$ cat src/hdl/pitaya_pkg.sv
//----------------------------------------------------------
// pitaya shared definitions
// sample and bus widths, bus region map, register offsets
// and the DAC saturation limits
//----------------------------------------------------------

package pitaya_pkg;

  // analog sample widths
  localparam int ADC_W      = 14;          // ADC and DAC resolution
  localparam int ADC_PIN_HI = 15;          // top pin bit of ADC bus
  localparam int ADC_PIN_LO = 2;           // bottom pin bit of ADC bus
  localparam int SUM_W      = ADC_W + 1;   // one guard bit for the mixer

  typedef logic signed [ADC_W-1:0] sample_t;  // two's complement sample

  // system bus
  localparam int BUS_AW = 32;
  localparam int BUS_DW = 32;

  typedef logic [BUS_DW-1:0] bus_data_t;

  localparam int REGION_HI = 22;           // region field in address
  localparam int REGION_LO = 20;

  // address regions, 1MB each
  typedef enum logic [2:0] {
    REG_HK    = 3'd0,                      // housekeeping, unmapped
    REG_ADC   = 3'd1,                      // ADC sample readback
    REG_GEN   = 3'd2,                      // output level
    REG_LOOP  = 3'd3,                      // loopback enable
    REG_AMS   = 3'd4,
    REG_DAISY = 3'd5,
    REG_FREE  = 3'd6,
    REG_TEST  = 3'd7
  } region_e;

  // register offsets inside a region
  localparam logic [REGION_LO-1:0] OFS_CH_A = 'h0;
  localparam logic [REGION_LO-1:0] OFS_CH_B = 'h4;

  // clamp values for the DAC sum
  localparam sample_t SAT_POS = 14'h1FFF;  // most positive
  localparam sample_t SAT_NEG = 14'h2000;  // most negative

endpackage

$ cat src/hdl/adc_frontend.sv
//----------------------------------------------------------
// ADC frontend
// captures both ADC pin buses and turns the unsigned
// negative-slope code into two's complement
//----------------------------------------------------------

`timescale 1ns/1ps

module adc_frontend (
  input  logic                                             adc_clk,
  input  logic                                             arst_n_i,
  input  logic [pitaya_pkg::ADC_PIN_HI:pitaya_pkg::ADC_PIN_LO] adc_dat_a_i,  // CH1 pins
  input  logic [pitaya_pkg::ADC_PIN_HI:pitaya_pkg::ADC_PIN_LO] adc_dat_b_i,  // CH2 pins
  output pitaya_pkg::sample_t                              adc_a_o,
  output pitaya_pkg::sample_t                              adc_b_o
);

  import pitaya_pkg::*;

  sample_t conv_a;  // converted CH1, before the register
  sample_t conv_b;  // converted CH2

  //----------------------------------------------------------
  // code conversion
  //----------------------------------------------------------

  // negative slope: keep msb, flip the rest
  function automatic sample_t pin_to_sample(
    input logic [ADC_PIN_HI:ADC_PIN_LO] pins
  );
    sample_t s;
    s = {pins[ADC_PIN_HI], ~pins[ADC_PIN_HI-1:ADC_PIN_LO]};
    return s;
  endfunction

  assign conv_a = pin_to_sample(adc_dat_a_i);
  assign conv_b = pin_to_sample(adc_dat_b_i);

  //----------------------------------------------------------
  // capture registers
  //----------------------------------------------------------

  always_ff @(posedge adc_clk or negedge arst_n_i) begin
    if (!arst_n_i) begin
      adc_a_o <= '0;
      adc_b_o <= '0;
    end else begin
      adc_a_o <= conv_a;  // one cycle from pins
      adc_b_o <= conv_b;
    end
  end

endmodule

$ cat src/hdl/ctrl_regs.sv
//----------------------------------------------------------
// control registers
// per channel output level and loopback enable, plus
// readback of the latest ADC samples
//----------------------------------------------------------

`timescale 1ns/1ps

module ctrl_regs (
  input  logic                                         adc_clk,
  input  logic                                         arst_n_i,
  input  logic [pitaya_pkg::REG_LOOP:pitaya_pkg::REG_ADC] reg_wen_i,
  input  logic [pitaya_pkg::REG_LOOP:pitaya_pkg::REG_ADC] reg_ren_i,
  input  logic [pitaya_pkg::REGION_LO-1:0]             reg_ofs_i,
  input  pitaya_pkg::bus_data_t                        sys_wdata_i,
  input  pitaya_pkg::sample_t                          adc_a_i,
  input  pitaya_pkg::sample_t                          adc_b_i,
  output pitaya_pkg::bus_data_t [pitaya_pkg::REG_LOOP:pitaya_pkg::REG_ADC] reg_rdata_o,
  output logic [pitaya_pkg::REG_LOOP:pitaya_pkg::REG_ADC] reg_ack_o,
  output pitaya_pkg::sample_t                          gen_a_o,
  output pitaya_pkg::sample_t                          gen_b_o,
  output logic                                         loop_en_a_o,
  output logic                                         loop_en_b_o
);

  import pitaya_pkg::*;

  bus_data_t rd_adc;   // region 1 read value
  bus_data_t rd_gen;   // region 2 read value
  bus_data_t rd_loop;  // region 3 read value
  logic      sel_a;    // offset hits channel a
  logic      sel_b;    // offset hits channel b

  function automatic bus_data_t sext(input sample_t s);
    bus_data_t w;
    w = {{(BUS_DW-ADC_W){s[ADC_W-1]}}, s};
    return w;
  endfunction

  assign sel_a = (reg_ofs_i == OFS_CH_A);
  assign sel_b = (reg_ofs_i == OFS_CH_B);

  //----------------------------------------------------------
  // write side
  //----------------------------------------------------------

  always_ff @(posedge adc_clk or negedge arst_n_i) begin
    if (!arst_n_i) begin
      gen_a_o     <= '0;
      gen_b_o     <= '0;
      loop_en_a_o <= 1'b0;
      loop_en_b_o <= 1'b0;
    end else begin
      if (reg_wen_i[REG_GEN] && sel_a) gen_a_o <= sys_wdata_i[ADC_W-1:0];  // level a
      if (reg_wen_i[REG_GEN] && sel_b) gen_b_o <= sys_wdata_i[ADC_W-1:0];  // level b
      if (reg_wen_i[REG_LOOP] && sel_a) loop_en_a_o <= sys_wdata_i[0];
      if (reg_wen_i[REG_LOOP] && sel_b) loop_en_b_o <= sys_wdata_i[0];
    end
  end

  //----------------------------------------------------------
  // read side
  //----------------------------------------------------------

  always_comb begin
    rd_adc  = '0;  // unknown offsets read zero
    rd_gen  = '0;
    rd_loop = '0;
    if (sel_a) begin
      rd_adc  = sext(adc_a_i);
      rd_gen  = sext(gen_a_o);
      rd_loop = {{(BUS_DW-1){1'b0}}, loop_en_a_o};
    end else if (sel_b) begin
      rd_adc  = sext(adc_b_i);
      rd_gen  = sext(gen_b_o);
      rd_loop = {{(BUS_DW-1){1'b0}}, loop_en_b_o};
    end
  end

  // read data latched on the strobe, sampled with the ack
  always_ff @(posedge adc_clk or negedge arst_n_i) begin
    if (!arst_n_i) begin
      reg_rdata_o <= '0;
    end else begin
      if (reg_ren_i[REG_ADC])  reg_rdata_o[REG_ADC]  <= rd_adc;
      if (reg_ren_i[REG_GEN])  reg_rdata_o[REG_GEN]  <= rd_gen;
      if (reg_ren_i[REG_LOOP]) reg_rdata_o[REG_LOOP] <= rd_loop;
    end
  end

  // every access acks one cycle later, writes to region 1 are dropped
  always_ff @(posedge adc_clk or negedge arst_n_i) begin
    if (!arst_n_i) begin
      reg_ack_o <= '0;
    end else begin
      reg_ack_o <= reg_wen_i | reg_ren_i;  // single cycle pulse
    end
  end

endmodule

$ cat src/hdl/dac_backend.sv
//----------------------------------------------------------
// DAC backend
// converts both channels to DAC code and interleaves them
// on the shared data bus with select and write strobes
//----------------------------------------------------------

`timescale 1ns/1ps

module dac_backend (
  input  logic                         adc_clk,
  input  logic                         arst_n_i,
  input  pitaya_pkg::sample_t          mix_a_i,
  input  pitaya_pkg::sample_t          mix_b_i,
  output logic [pitaya_pkg::ADC_W-1:0] dac_dat_o,  // combined data
  output logic                         dac_sel_o,  // high while CH1 is on the bus
  output logic                         dac_wrt_o   // DAC write
);

  import pitaya_pkg::*;

  logic             sel_nxt;   // phase for the coming cycle
  logic [ADC_W-1:0] code_a;    // CH1 in DAC code
  logic [ADC_W-1:0] code_b;    // CH2 in DAC code

  // same flip as the ADC side, msb stays
  function automatic logic [ADC_W-1:0] to_dac(input sample_t s);
    logic [ADC_W-1:0] c;
    c = {s[ADC_W-1], ~s[ADC_W-2:0]};
    return c;
  endfunction

  assign code_a  = to_dac(mix_a_i);
  assign code_b  = to_dac(mix_b_i);
  assign sel_nxt = ~dac_sel_o;

  //----------------------------------------------------------
  // interleave
  //----------------------------------------------------------

  // data and select move together, so sel high always shows CH1
  always_ff @(posedge adc_clk or negedge arst_n_i) begin
    if (!arst_n_i) begin
      dac_sel_o <= 1'b0;
      dac_wrt_o <= 1'b0;
      dac_dat_o <= to_dac('0);          // midscale, code for 0
    end else begin
      dac_sel_o <= sel_nxt;             // toggles every cycle
      dac_wrt_o <= 1'b1;                // write every cycle once running
      dac_dat_o <= sel_nxt ? code_a : code_b;
    end
  end

endmodule

$ cat src/hdl/dac_mixer.sv
//----------------------------------------------------------
// DAC mixer
// adds output level and looped back ADC sample per channel
// with two's complement saturation
//----------------------------------------------------------

`timescale 1ns/1ps

module dac_mixer (
  input  logic                adc_clk,
  input  logic                arst_n_i,
  input  pitaya_pkg::sample_t adc_a_i,
  input  pitaya_pkg::sample_t adc_b_i,
  input  pitaya_pkg::sample_t gen_a_i,
  input  pitaya_pkg::sample_t gen_b_i,
  input  logic                loop_en_a_i,
  input  logic                loop_en_b_i,
  output pitaya_pkg::sample_t mix_a_o,
  output pitaya_pkg::sample_t mix_b_o
);

  import pitaya_pkg::*;

  sample_t sat_a;  // clamped sum, channel a
  sample_t sat_b;  // clamped sum, channel b

  //----------------------------------------------------------
  // sum and clamp
  //----------------------------------------------------------

  function automatic sample_t sat_add(
    input sample_t lvl,
    input sample_t smp,
    input logic    en
  );
    logic [SUM_W-1:0] sum;
    sample_t          res;
    sum = {lvl[ADC_W-1], lvl} + (en ? {smp[ADC_W-1], smp} : {SUM_W{1'b0}});
    case (sum[SUM_W-1:SUM_W-2])
      2'b01:   res = SAT_POS;           // pos. overflow
      2'b10:   res = SAT_NEG;           // neg. overflow
      default: res = sum[ADC_W-1:0];    // fits in range
    endcase
    return res;
  endfunction

  assign sat_a = sat_add(gen_a_i, adc_a_i, loop_en_a_i);
  assign sat_b = sat_add(gen_b_i, adc_b_i, loop_en_b_i);

  //----------------------------------------------------------
  // output register
  //----------------------------------------------------------

  always_ff @(posedge adc_clk or negedge arst_n_i) begin
    if (!arst_n_i) begin
      mix_a_o <= '0;
      mix_b_o <= '0;
    end else begin
      mix_a_o <= sat_a;
      mix_b_o <= sat_b;
    end
  end

endmodule

$ cat src/hdl/pitaya_core.sv
//----------------------------------------------------------
// pitaya core
// ADC capture, register bus with level and loopback control,
// saturating mixer and interleaved DAC output
//----------------------------------------------------------

`timescale 1ns/1ps

module pitaya_core #(
  parameter int N_REGIONS = 8                  // bus regions
) (
  input  logic                                             adc_clk,
  input  logic                                             arst_n_i,

  // ADC
  input  logic [pitaya_pkg::ADC_PIN_HI:pitaya_pkg::ADC_PIN_LO] adc_dat_a_i,  // CH1
  input  logic [pitaya_pkg::ADC_PIN_HI:pitaya_pkg::ADC_PIN_LO] adc_dat_b_i,  // CH2

  // system bus
  input  logic [pitaya_pkg::BUS_AW-1:0]                    sys_addr_i,
  input  pitaya_pkg::bus_data_t                            sys_wdata_i,
  input  logic                                             sys_wen_i,    // write strobe
  input  logic                                             sys_ren_i,    // read strobe
  output pitaya_pkg::bus_data_t                            sys_rdata_o,
  output logic                                             sys_ack_o,
  output logic                                             sys_err_o,

  // DAC
  output logic [pitaya_pkg::ADC_W-1:0]                     dac_dat_o,    // combined data
  output logic                                             dac_sel_o,    // channel select
  output logic                                             dac_wrt_o     // write
);

  import pitaya_pkg::*;

  // data path
  sample_t adc_a;      // CH1 after capture
  sample_t adc_b;      // CH2 after capture
  sample_t gen_a;      // level CH1
  sample_t gen_b;      // level CH2
  logic    loop_en_a;
  logic    loop_en_b;
  sample_t mix_a;      // saturated sum CH1
  sample_t mix_b;      // saturated sum CH2

  // bus between decoder and register block
  logic [REG_LOOP:REG_ADC]      reg_wen;
  logic [REG_LOOP:REG_ADC]      reg_ren;
  logic [REGION_LO-1:0]         reg_ofs;
  bus_data_t [REG_LOOP:REG_ADC] reg_rdata;
  logic [REG_LOOP:REG_ADC]      reg_ack;

  //----------------------------------------------------------
  // input side
  //----------------------------------------------------------

  adc_frontend u_adc_frontend (
    .adc_clk     (adc_clk),
    .arst_n_i    (arst_n_i),
    .adc_dat_a_i (adc_dat_a_i),
    .adc_dat_b_i (adc_dat_b_i),
    .adc_a_o     (adc_a),
    .adc_b_o     (adc_b)
  );

  //----------------------------------------------------------
  // bus glue and registers
  //----------------------------------------------------------

  sys_bus_decoder #(
    .N_REGIONS (N_REGIONS)
  ) u_sys_bus_decoder (
    .adc_clk     (adc_clk),
    .arst_n_i    (arst_n_i),
    .sys_addr_i  (sys_addr_i),
    .sys_wen_i   (sys_wen_i),
    .sys_ren_i   (sys_ren_i),
    .reg_wen_o   (reg_wen),
    .reg_ren_o   (reg_ren),
    .reg_ofs_o   (reg_ofs),
    .reg_rdata_i (reg_rdata),
    .reg_ack_i   (reg_ack),
    .sys_rdata_o (sys_rdata_o),
    .sys_ack_o   (sys_ack_o),
    .sys_err_o   (sys_err_o)
  );

  ctrl_regs u_ctrl_regs (
    .adc_clk     (adc_clk),
    .arst_n_i    (arst_n_i),
    .reg_wen_i   (reg_wen),
    .reg_ren_i   (reg_ren),
    .reg_ofs_i   (reg_ofs),
    .sys_wdata_i (sys_wdata_i),
    .adc_a_i     (adc_a),        // readback source
    .adc_b_i     (adc_b),
    .reg_rdata_o (reg_rdata),
    .reg_ack_o   (reg_ack),
    .gen_a_o     (gen_a),
    .gen_b_o     (gen_b),
    .loop_en_a_o (loop_en_a),
    .loop_en_b_o (loop_en_b)
  );

  //----------------------------------------------------------
  // processing
  //----------------------------------------------------------

  dac_mixer u_dac_mixer (
    .adc_clk     (adc_clk),
    .arst_n_i    (arst_n_i),
    .adc_a_i     (adc_a),
    .adc_b_i     (adc_b),
    .gen_a_i     (gen_a),
    .gen_b_i     (gen_b),
    .loop_en_a_i (loop_en_a),
    .loop_en_b_i (loop_en_b),
    .mix_a_o     (mix_a),
    .mix_b_o     (mix_b)
  );

  //----------------------------------------------------------
  // output side
  //----------------------------------------------------------

  dac_backend u_dac_backend (
    .adc_clk   (adc_clk),
    .arst_n_i  (arst_n_i),
    .mix_a_i   (mix_a),
    .mix_b_i   (mix_b),
    .dac_dat_o (dac_dat_o),
    .dac_sel_o (dac_sel_o),
    .dac_wrt_o (dac_wrt_o)
  );

endmodule

$ cat src/hdl/sys_bus_decoder.sv
//----------------------------------------------------------
// system bus decoder
// splits the address space into regions, steers the strobes
// and returns read data and ack from the selected region
//----------------------------------------------------------

`timescale 1ns/1ps

module sys_bus_decoder #(
  parameter int N_REGIONS = 8                 // regions in the address map
) (
  input  logic                                         adc_clk,
  input  logic                                         arst_n_i,
  input  logic [pitaya_pkg::BUS_AW-1:0]                sys_addr_i,
  input  logic                                         sys_wen_i,
  input  logic                                         sys_ren_i,
  output logic [pitaya_pkg::REG_LOOP:pitaya_pkg::REG_ADC] reg_wen_o,  // mapped regions
  output logic [pitaya_pkg::REG_LOOP:pitaya_pkg::REG_ADC] reg_ren_o,
  output logic [pitaya_pkg::REGION_LO-1:0]             reg_ofs_o,    // offset in region
  input  pitaya_pkg::bus_data_t [pitaya_pkg::REG_LOOP:pitaya_pkg::REG_ADC] reg_rdata_i,
  input  logic [pitaya_pkg::REG_LOOP:pitaya_pkg::REG_ADC] reg_ack_i,
  output pitaya_pkg::bus_data_t                        sys_rdata_o,
  output logic                                         sys_ack_o,
  output logic                                         sys_err_o
);

  import pitaya_pkg::*;

  region_e              region;     // decoded region field
  logic [N_REGIONS-1:0] region_cs;  // one-hot region select
  logic                 free_sel;   // no block behind this region
  logic                 free_ack;   // local ack for empty regions

  //----------------------------------------------------------
  // region decode
  //----------------------------------------------------------

  assign region    = region_e'(sys_addr_i[REGION_HI:REGION_LO]);
  assign reg_ofs_o = sys_addr_i[REGION_LO-1:0];  // low bits go to the block

  always_comb begin
    region_cs         = '0;
    region_cs[region] = 1'b1;
  end

  assign free_sel  = ~|region_cs[REG_LOOP:REG_ADC];  // 0, 4..7 answer locally
  assign reg_wen_o = region_cs[REG_LOOP:REG_ADC] & {(REG_LOOP-REG_ADC+1){sys_wen_i}};
  assign reg_ren_o = region_cs[REG_LOOP:REG_ADC] & {(REG_LOOP-REG_ADC+1){sys_ren_i}};

  // empty regions ack one cycle after the strobe, like the blocks do
  always_ff @(posedge adc_clk or negedge arst_n_i) begin
    if (!arst_n_i) begin
      free_ack <= 1'b0;
    end else begin
      free_ack <= free_sel & (sys_wen_i | sys_ren_i);
    end
  end

  //----------------------------------------------------------
  // return path
  //----------------------------------------------------------

  // address is held until ack, so the current select picks the source
  always_comb begin
    sys_rdata_o = '0;                 // empty regions read zero
    sys_ack_o   = free_sel & free_ack;
    for (int r = REG_ADC; r <= REG_LOOP; r++) begin
      if (region_cs[r]) begin
        sys_rdata_o = reg_rdata_i[r];
        sys_ack_o   = reg_ack_i[r];
      end
    end
  end

  assign sys_err_o = 1'b0;  // no access is refused

endmodule
$ cat config.mk
export PLATFORM = sky130hd
export DESIGN_NAME = pitaya_core
export DESIGN_NICKNAME = d
export VERILOG_FILES = /design/src/hdl/pitaya_pkg.sv /design/src/hdl/adc_frontend.sv /design/src/hdl/ctrl_regs.sv /design/src/hdl/dac_backend.sv /design/src/hdl/dac_mixer.sv /design/src/hdl/pitaya_core.sv /design/src/hdl/sys_bus_decoder.sv
export SDC_FILE = /design/constraint.sdc
export NUM_CORES = 1
export LEC_CHECK = 0
export BUFFER_PORTS_ARGS = -buffer_cell sky130_fd_sc_hd__buf_2
export CORE_ASPECT_RATIO = 1.4
export CORE_UTILIZATION = 50
export DETAILED_ROUTE_END_ITERATION = 7
export PLACE_DENSITY = 0.86
export SLEW_MARGIN = 20
export SYNTH_ARGS = -nofsm -noshare
export SYNTH_HDL_FRONTEND = slang
export SYNTH_SLANG_ARGS = --single-unit
$ cat constraint.sdc
create_clock -name adc_clk -period 5 [get_ports adc_clk]
set_clock_uncertainty 0.05 [all_clocks]
set_input_delay 1 -clock adc_clk [delete_from_list [all_inputs] [get_ports adc_clk]]
set_output_delay 1 -clock adc_clk [all_outputs]
set_load 0.03 [all_outputs]
==> results.cfg, run 1 <==
[cells_and_area]
diodes = 0
fillerInstances = 1109
ff_latch_area_um2 = 3395
area_growth_pct = 16.29
nNetsFinal = 886
drive_gt1_share_pct = 25.49
multi_input_area_um2 = 3080

[routing]
vias = 5283
dr.first_iter.drc_count = 270
dr.pass1.iters = 5
ant_nets = 0
vias_per_cell = 5.555
avgRoutedWirePerCell_um = 16.20
drt_wl_total_um = 15410
drc = 0

[floorplanning]
die_h_um = 141.4
die_x_um = 101.6
die-area_um2 = 14360
num_io_pins = 146
core_um2 = 13450
start_util_pct = 51.61
rows = 50

[logic_synthesis]
yosysWarnings = 0
synthTopCellsByCount = 122 x dfrtp_1, 68 x nor2_1, 54 x a21oi_1
yosys.area.top_type_share_pct = 43.98
synth_seq_cells = 135
synth.yosys.seq_area_share_pct = 48.90
yosysMostFrequentCell = dfrtp_1
yosysTopAreaCell = dfrtp_1
synth_ff_type = dfrtp_1
synth-edff-count = 0
synth.distinct_cells = 58
syn_inst = 665
synthTopCellsByArea = dfrtp_1 44%, ha_1 5.8%, dfstp_2 4.9%, a22oi_1 4.7%, a21oi_1 3.9%
syn_area_per_cell_um2 = 10.44
synthArstFlopShare_pct = 100.0
synth_nets = 795
netlist_area_um2 = 6942

[clock_network]
cts_tree = done
htreeDepth = 4
numClockSinks = 135
clockRootBuffer = clkbuf_16
clock_latency_ns = 0.42
numCtsBuffers = 17
clk_pin_slew_ns = 0.06
cts_setup_buffers = 0
hold_buffers = 0
cts_resized = 0
clockBufferDepth = 2

[sta]
rsz0062_at_grt = no
layout_min_cycle_time_ns = 4.145
setup_viol = 0
hold_viol_final = 0
fin_tns_setup_ns = 0
max_freq_ghz = 0.2413
slew_headroom_pct = 33.19
hold_ws_ns = 0.3274
slew_viol_final = 0
period_share_pct = 82.90
tightest_slew_ns = 1.002

[place]
gp_congestion = 0.9173
hpwl_um = 11140
port_buffers = 117

[critical_path]
critPathLaunchType = register
worstSetupEndpointType = register
r2r_end = u_dac_mixer.mix_a_o[4]
cpMaxStageDelayCell = dfrtp_1
path_cells = and2_1, ha_1, inv_1, fa_1, nor2b_1, o31ai_2, a21oi_1, nand3_1, a31oi_1, o22ai_1, ha_1, nor2b_1, buf_4, a31o_2
worstSetupPathType = register to register
arrival_ns = 4.40
slowest_delay_ns = 0.69
reg2reg_from = u_ctrl_regs.loop_en_a_o
r2r_slack_ns = 0.86
crit_required_ns = 5.26
r2r_cells = 14
worstPathMaxFanout = 17

[flow_run]
drv_cap = 0

[global_routing]
grt_pass1_wl_um = 25190
grt_overflow = 0
antenna_found_initial = 0
use_met3_pct = 4.384
grt_usage_pct = 22.92
grt_max_degree = 64
grt_use_met2_pct = 39.22
grt_pass1_vias = 5266
busiest_layer = met2
grtUsageMet1_pct = 27.13

[hold_path]
hp-class = register to register
whs_path_depth = 1
min-delay-start = u_dac_mixer.mix_a_o[3]
hold_end = u_dac_backend.dac_dat_o[3]

[power]
max-vdd-ir-drop_uv = 241.2
leakagePower_nw = 4.250
power_density_nw_per_um2 = 319.7

[status]
status = finished clean
-- registers in the layout, indices dropped and copies added, names as in the netlist --
name	count
u_ctrl_regs.reg_rdata_o	29
u_sys_bus_decoder.free_ack	1
u_dac_backend.dac_wrt_o	1
u_ctrl_regs.loop_en_a_o	1
u_ctrl_regs.reg_ack_o	3
u_adc_frontend.adc_a_o	14
u_ctrl_regs.gen_b_o	14
u_dac_backend.dac_dat_o	14
u_dac_mixer.mix_a_o	14
u_dac_mixer.mix_b_o	14
u_adc_frontend.adc_b_o	14
u_ctrl_regs.loop_en_b_o	1
u_ctrl_regs.gen_a_o	14
u_dac_backend.dac_sel_o	1
-- kinds of logic after synthesis --
kind of cell,synth area share [%]
AO/OA/AOI/OAI,16.20
flip-flops,48.90
AND/OR/NAND/NOR,11.91
buffers and inverters,6.723
adder cells (fa/ha/maj),6.345
XOR/XNOR,1.766
other,0.1082
multiplexers,8.039
-- routing by layer --
metal,vias to the layer above,part of all wire [%]
met5,-,0
met4,0,3.3
met3,35,5.7
met2,229,51
met1,2549,40
li1,2470,-
-- through the flow --
stage / instances / util (%) / setup slack, ns / power (mW) / instance area, µm²
after floorplan: 665 / - / 0.9893 / 1.325 / 6942
after global placement: 919 / 55.80 / 1.022 / 1.398 / 7505
after CTS: 951 / 60.02 / 0.8998 / 2.595 / 8073
final: 951 / 60.02 / 0.8551 / 2.581 / 8073
after global routing: 951 / 60.02 / 0.6108 / 2.670 / 8073
after detailed placement: 919 / 55.80 / 0.9244 / 1.406 / 7505
-- worst max-delay path: cells and delay by family, from the launching register on --
family	cells	cell delay [ns]
AO/OA/AOI/OAI	5	1.13
adder cells (fa/ha/maj)	3	1.21
buffers and inverters	2	0.25
flip-flops	1	0.69
AND/OR/NAND/NOR	4	0.67
-- worst max-delay path by stage --
stage	slack, ns	endpoint	cells past startpoint	start
global placement	1.02	u_dac_mixer.mix_a_o[4]	14	u_ctrl_regs.loop_en_a_o
CTS	0.90	u_dac_mixer.mix_a_o[4]	14	u_ctrl_regs.loop_en_a_o
floorplan	0.99	sys_rdata_o[14]	5	sys_addr_i[21]
global route	0.61	u_dac_mixer.mix_a_o[4]	14	u_ctrl_regs.loop_en_a_o
finish	0.86	u_dac_mixer.mix_a_o[4]	14	u_ctrl_regs.loop_en_a_o
detailed placement	0.92	u_dac_mixer.mix_a_o[4]	14	u_ctrl_regs.loop_en_a_o
-- cell type report --
type / instances / area share [%]
multi-input cells: 435 / 38.16
clock inverters: 13 / 1.550
well taps: 182 / 2.821
flip-flops and latches: 135 / 42.05
clock buffers: 19 / 5.487
repair buffers: 124 / 7.936
inverters: 43 / 1.999
-- cell usage in the layout (no fill, tap or decap), types with 19 or more instances in the layout --
cell type,synthesis,layout
dfrtp_1,122,122
buf_2,7,116
nor2_1,68,68
a21oi_1,54,54
inv_1,43,43
a22oi_1,43,43
ha_1,32,32
and2_1,31,31
nand2_1,25,25
a21o_1,20,20
o21ai_0,19,19
-- where the power goes --
group          internal, mW  switching, mW  leakage (nW)
Combinational        0.0712          0.133          2.27
Clock                 0.702          0.491         0.274
Sequential             1.15         0.0321          1.71
Total                  1.92          0.657          4.25
(Power assumes the default switching activity.)
==> inputs of run 2 (changes only) <==
Clock period 5 ns to 4.2 ns, I/O delays scaled along.
==> results.cfg, run 2 (same netlist as run 1, synthesis figures left out) <==
[status]
status = finished clean

[clock_network]
numCtsBuffers = 17
htreeDepth = 4
clockBufferDepth = 2
hold_buffers = 0
numClockSinks = 135
cts_setup_buffers = 0
cts_tree = done
clockRootBuffer = clkbuf_16
clk_pin_slew_ns = 0.06
clock_latency_ns = 0.43
cts_resized = 0

[place]
gp_congestion = 0.8955
hpwl_um = 11170
port_buffers = 117
place_ws_ns = 0.5082

[sta]
max_freq_ghz = 0.2644
setup_viol = 0
timing.final.ws_setup_ns = 0.4182
rsz0062_at_grt = no
period_share_pct = 90.04
slew_viol_final = 0
fin_tns_setup_ns = 0
tightest_slew_ns = 1.027
layout_min_cycle_time_ns = 3.782
hold_ws_ns = 0.3248
slew_headroom_pct = 31.54
hold_viol_final = 0

[routing]
drc = 0
dr.first_iter.drc_count = 323
ant_nets = 0
avgRoutedWirePerCell_um = 16.18
drt_wl_total_um = 15400
dr.pass1.iters = 5
vias = 5279
vias_per_cell = 5.545

[cells_and_area]
top_register = u_ctrl_regs.reg_rdata_o
nNetsFinal = 888
layout_commonest_cell = dfrtp_1
mostFrequentLayoutCells = 122 x dfrtp_1, 116 x buf_2, 68 x nor2_1
largest_reg_flops = 29
multi_input_area_um2 = 3080
ff_latch_area_um2 = 3395
area_growth_pct = 17.21
fillerInstances = 1094
drive_gt1_share_pct = 25.71
diodes = 0

[global_routing]
grt_usage_pct = 23.39
grt_pass1_vias = 5280
grt_max_degree = 61
grt_overflow = 0
grt_pass1_wl_um = 25690
antenna_found_initial = 0

[floorplanning]
die-area_um2 = 14360
start_util_pct = 51.61
num_io_pins = 146
die_x_um = 101.6
rows = 50
core_um2 = 13450
die_h_um = 141.4

[critical_path]
crit_required_ns = 4.48
arrival_ns = 4.06
worstPathMaxFanout = 16
worstSetupEndpointType = register
r2r_slack_ns = 0.42
critPathLaunchType = register
worstSetupPathType = register to register

[power]
p_switching_mw = 0.7539
p_seq_share_pct = 44.6
p_int_mw = 2.415
power_density_nw_per_um2 = 389.4
max-vdd-ir-drop_uv = 389.4
combPwrFrac_pct = 7.8
p_clk_share_pct = 47.7
leakagePower_nw = 4.273
swShare_pct = 23.79

[hold_path]
hp-class = register to register

[flow_run]
drv_cap = 0
run 2: final cells by class:
cell class	count	area share (%)
timing repair buffer	126	8.212
clock inverter	12	1.861
tap	182	2.799
multi-input combinational	435	37.86
sequential	135	41.72
inverter	43	1.984
clock buffer	19	5.567
run 2: worst paths after layout:
check                                         from                         end  cells past startpoint
max                        u_ctrl_regs.loop_en_b_o     u_dac_mixer.mix_b_o[10]                     13
min                         u_dac_mixer.mix_a_o[7]  u_dac_backend.dac_dat_o[7]                      1
max reg2reg                u_ctrl_regs.loop_en_b_o     u_dac_mixer.mix_b_o[10]                     13
min reg2reg                 u_dac_mixer.mix_a_o[7]  u_dac_backend.dac_dat_o[7]                      1
max in group asynchronous                 arst_n_i   u_adc_frontend.adc_b_o[4]                      2
min in group asynchronous                 arst_n_i     u_ctrl_regs.gen_b_o[10]                      1
run 2: critical path, stage by stage (launching register included):
cell and delay, ns:
dfrtp_1 0.56, and2_1 0.23, ha_1 0.21, fa_1 0.43, a211oi_1 0.38, o211ai_1 0.24, nand3_1 0.14, nand2_1 0.08
nand2_1 0.11, a41o_1 0.17, ha_1 0.32, inv_1 0.29, nand2_1 0.28, o21ai_0 0.19
run 2: metal layers:
metal / track usage, % / wire (µm)
met5: 0 / 0
met4: 8.467 / 355
met3: 5.567 / 941
met2: 40.36 / 8127
met1: 28.12 / 5979
run 2: per-stage QoR:
stage | cell area [µm²] | utilization (%) | instances | power (mW)
global placement | 7532 | 56.00 | 921 | 1.668
finish | 8137 | 60.49 | 952 | 3.169
detailed placement | 7532 | 56.00 | 921 | 1.675
CTS | 8137 | 60.49 | 952 | 3.186
floorplan | 6942 | - | 665 | 1.578
global route | 8137 | 60.49 | 952 | 3.279
run 2: power groups by stage:
stage	Sequential, mW	Clock (mW)	Combinational [mW]
final	1.41	1.51	0.246
after floorplan	1.42	0	0.158
after detailed placement	1.43	0	0.245
after CTS	1.41	1.53	0.248
after global routing	1.42	1.59	0.272
after global placement	1.43	0	0.239
==> inputs of run 3 (changes only) <==
==> constraint.sdc (replaced) <==
create_clock -name adc_clk -period 4.2 [get_ports adc_clk]
set_clock_uncertainty 0.05 [all_clocks]
set_input_delay 0.21 -clock adc_clk [delete_from_list [all_inputs] [get_ports adc_clk]]
set_output_delay 0.21 -clock adc_clk [all_outputs]
set_load 0.03 [all_outputs]
==> results.cfg, run 3 (same netlist as run 1, synthesis figures left out) <==
[clock_network]
clk_pin_slew_ns = 0.06
cts_tree = done
cts_setup_buffers = 0
numClockSinks = 135
clockBufferDepth = 2
htreeDepth = 4
clockRootBuffer = clkbuf_16
numCtsBuffers = 17
clock_latency_ns = 0.43

[sta]
tightest_slew_ns = 0.9975
hold_viol_final = 0
timing.final.ws_setup_ns = 0.2708
max_freq_ghz = 0.2545
slew_headroom_pct = 33.50
slew_viol_final = 0
fin_tns_setup_ns = 0
hold_ws_ns = 0.007712
setup_viol = 0
rsz0062_at_grt = no
period_share_pct = 93.55
layout_min_cycle_time_ns = 3.929

[critical_path]
arrival_ns = 4.19
worstSetupPathType = register to register
critPathLaunchType = register
crit_required_ns = 4.46
worstPathMaxFanout = 16
worstSetupEndpointType = register

[floorplanning]
die-area_um2 = 14360
die_x_um = 101.6
core_um2 = 13450
rows = 50
die_h_um = 141.4
start_util_pct = 51.61
num_io_pins = 146

[cells_and_area]
final_util_pct = 63.00
diodes = 0
largest_reg_flops = 29
top_register = u_ctrl_regs.reg_rdata_o
area_growth_pct = 22.08
mostFrequentLayoutCells = 122 x dfrtp_1, 116 x buf_2, 68 x nor2_1
layout.cells.non_filler = 990
nNetsFinal = 925
drive_gt1_share_pct = 24.38
layout_commonest_cell = dfrtp_1
stdcell_area_um2 = 8474

[place]
gp_congestion = 0.8692
port_buffers = 117
hpwl_um = 11170
place_area_um2 = 7525
place_ws_ns = 0.4356
placed_cells = 920

[hold_path]
hp-class = primary input to register

[global_routing]
antenna_found_initial = 0
grt_overflow = 0
grt_pass1_vias = 5635
grt_usage_pct = 24.47
grt_pass1_wl_um = 26920
grt_max_degree = 136

[routing]
vias = 5489
ant_nets = 0
avgRoutedWirePerCell_um = 16.82
vias_per_cell = 5.544
dr.first_iter.drc_count = 321
drt_wl_total_um = 16650
dr.pass1.iters = 5
drc = 0

[power]
max-vdd-ir-drop_uv = 265.4
finalPower_mw = 3.111
power_density_nw_per_um2 = 367.2
leakagePower_nw = 4.410

[flow_run]
drv_cap = 0

[status]
status = finished clean
[run 3: report_power, final]
group | internal [mW] | switching (mW)
clock | 0.834 | 0.586
sequential | 1.37 | 0.0428
combinational | 0.109 | 0.169
total | 2.31 | 0.798
[run 3: timing repair]
action                                  4_1_cts  5_1_grt
endpoints found under the setup margin        0        0
hold buffers                                 38        0
endpoints found under the hold margin       163        0
resized for setup                             0        0
[run 3: final timing paths]
check | from | to | slack (ns) | cells after the start
max in group asynchronous | arst_n_i | u_ctrl_regs.gen_b_o[1] | 3.20 | 3
max reg2reg | u_ctrl_regs.loop_en_b_o | u_dac_mixer.mix_b_o[9] | 0.27 | 13
min | sys_wdata_i[3] | u_ctrl_regs.gen_a_o[3] | 0.008 | 2
min reg2reg | u_dac_mixer.mix_b_o[6] | u_dac_backend.dac_dat_o[6] | 0.33 | 1
min in group asynchronous | arst_n_i | u_adc_frontend.adc_a_o[11] | 0.40 | 3
max | u_ctrl_regs.loop_en_b_o | u_dac_mixer.mix_b_o[9] | 0.27 | 13
[run 3: critical path, cell delays in order, from the launching register on]
cell      delay [ns]
dfrtp_1         0.54
and2_1          0.22
ha_1            0.21
fa_1            0.44
a211oi_1        0.41
o211ai_1        0.26
nand3_1         0.14
nand2_1         0.09
nand2_1         0.11
a41o_1          0.18
ha_1            0.32
inv_1           0.32
nand2_1         0.32
o31ai_1         0.18
[run 3: layer usage]
metal | track usage (%) | routed length, µm | up-vias
met4 | 12.28 | 545 | 0
li1 | - | - | 2559
met2 | 42.32 | 8663 | 259
met3 | 5.172 | 988 | 46
met1 | 28.30 | 6449 | 2625
met5 | 0 | 0 | -
[run 3: cell type report]
class                   instances  area, µm²
clock buffers                  19      442.9
clock inverters                13      126.4
fillers                      1017       4976
inverters                      43      161.4
multi-input cells             435       3080
flip-flops and latches        135       3395
well taps                     182      227.7
repair buffers                163       1041
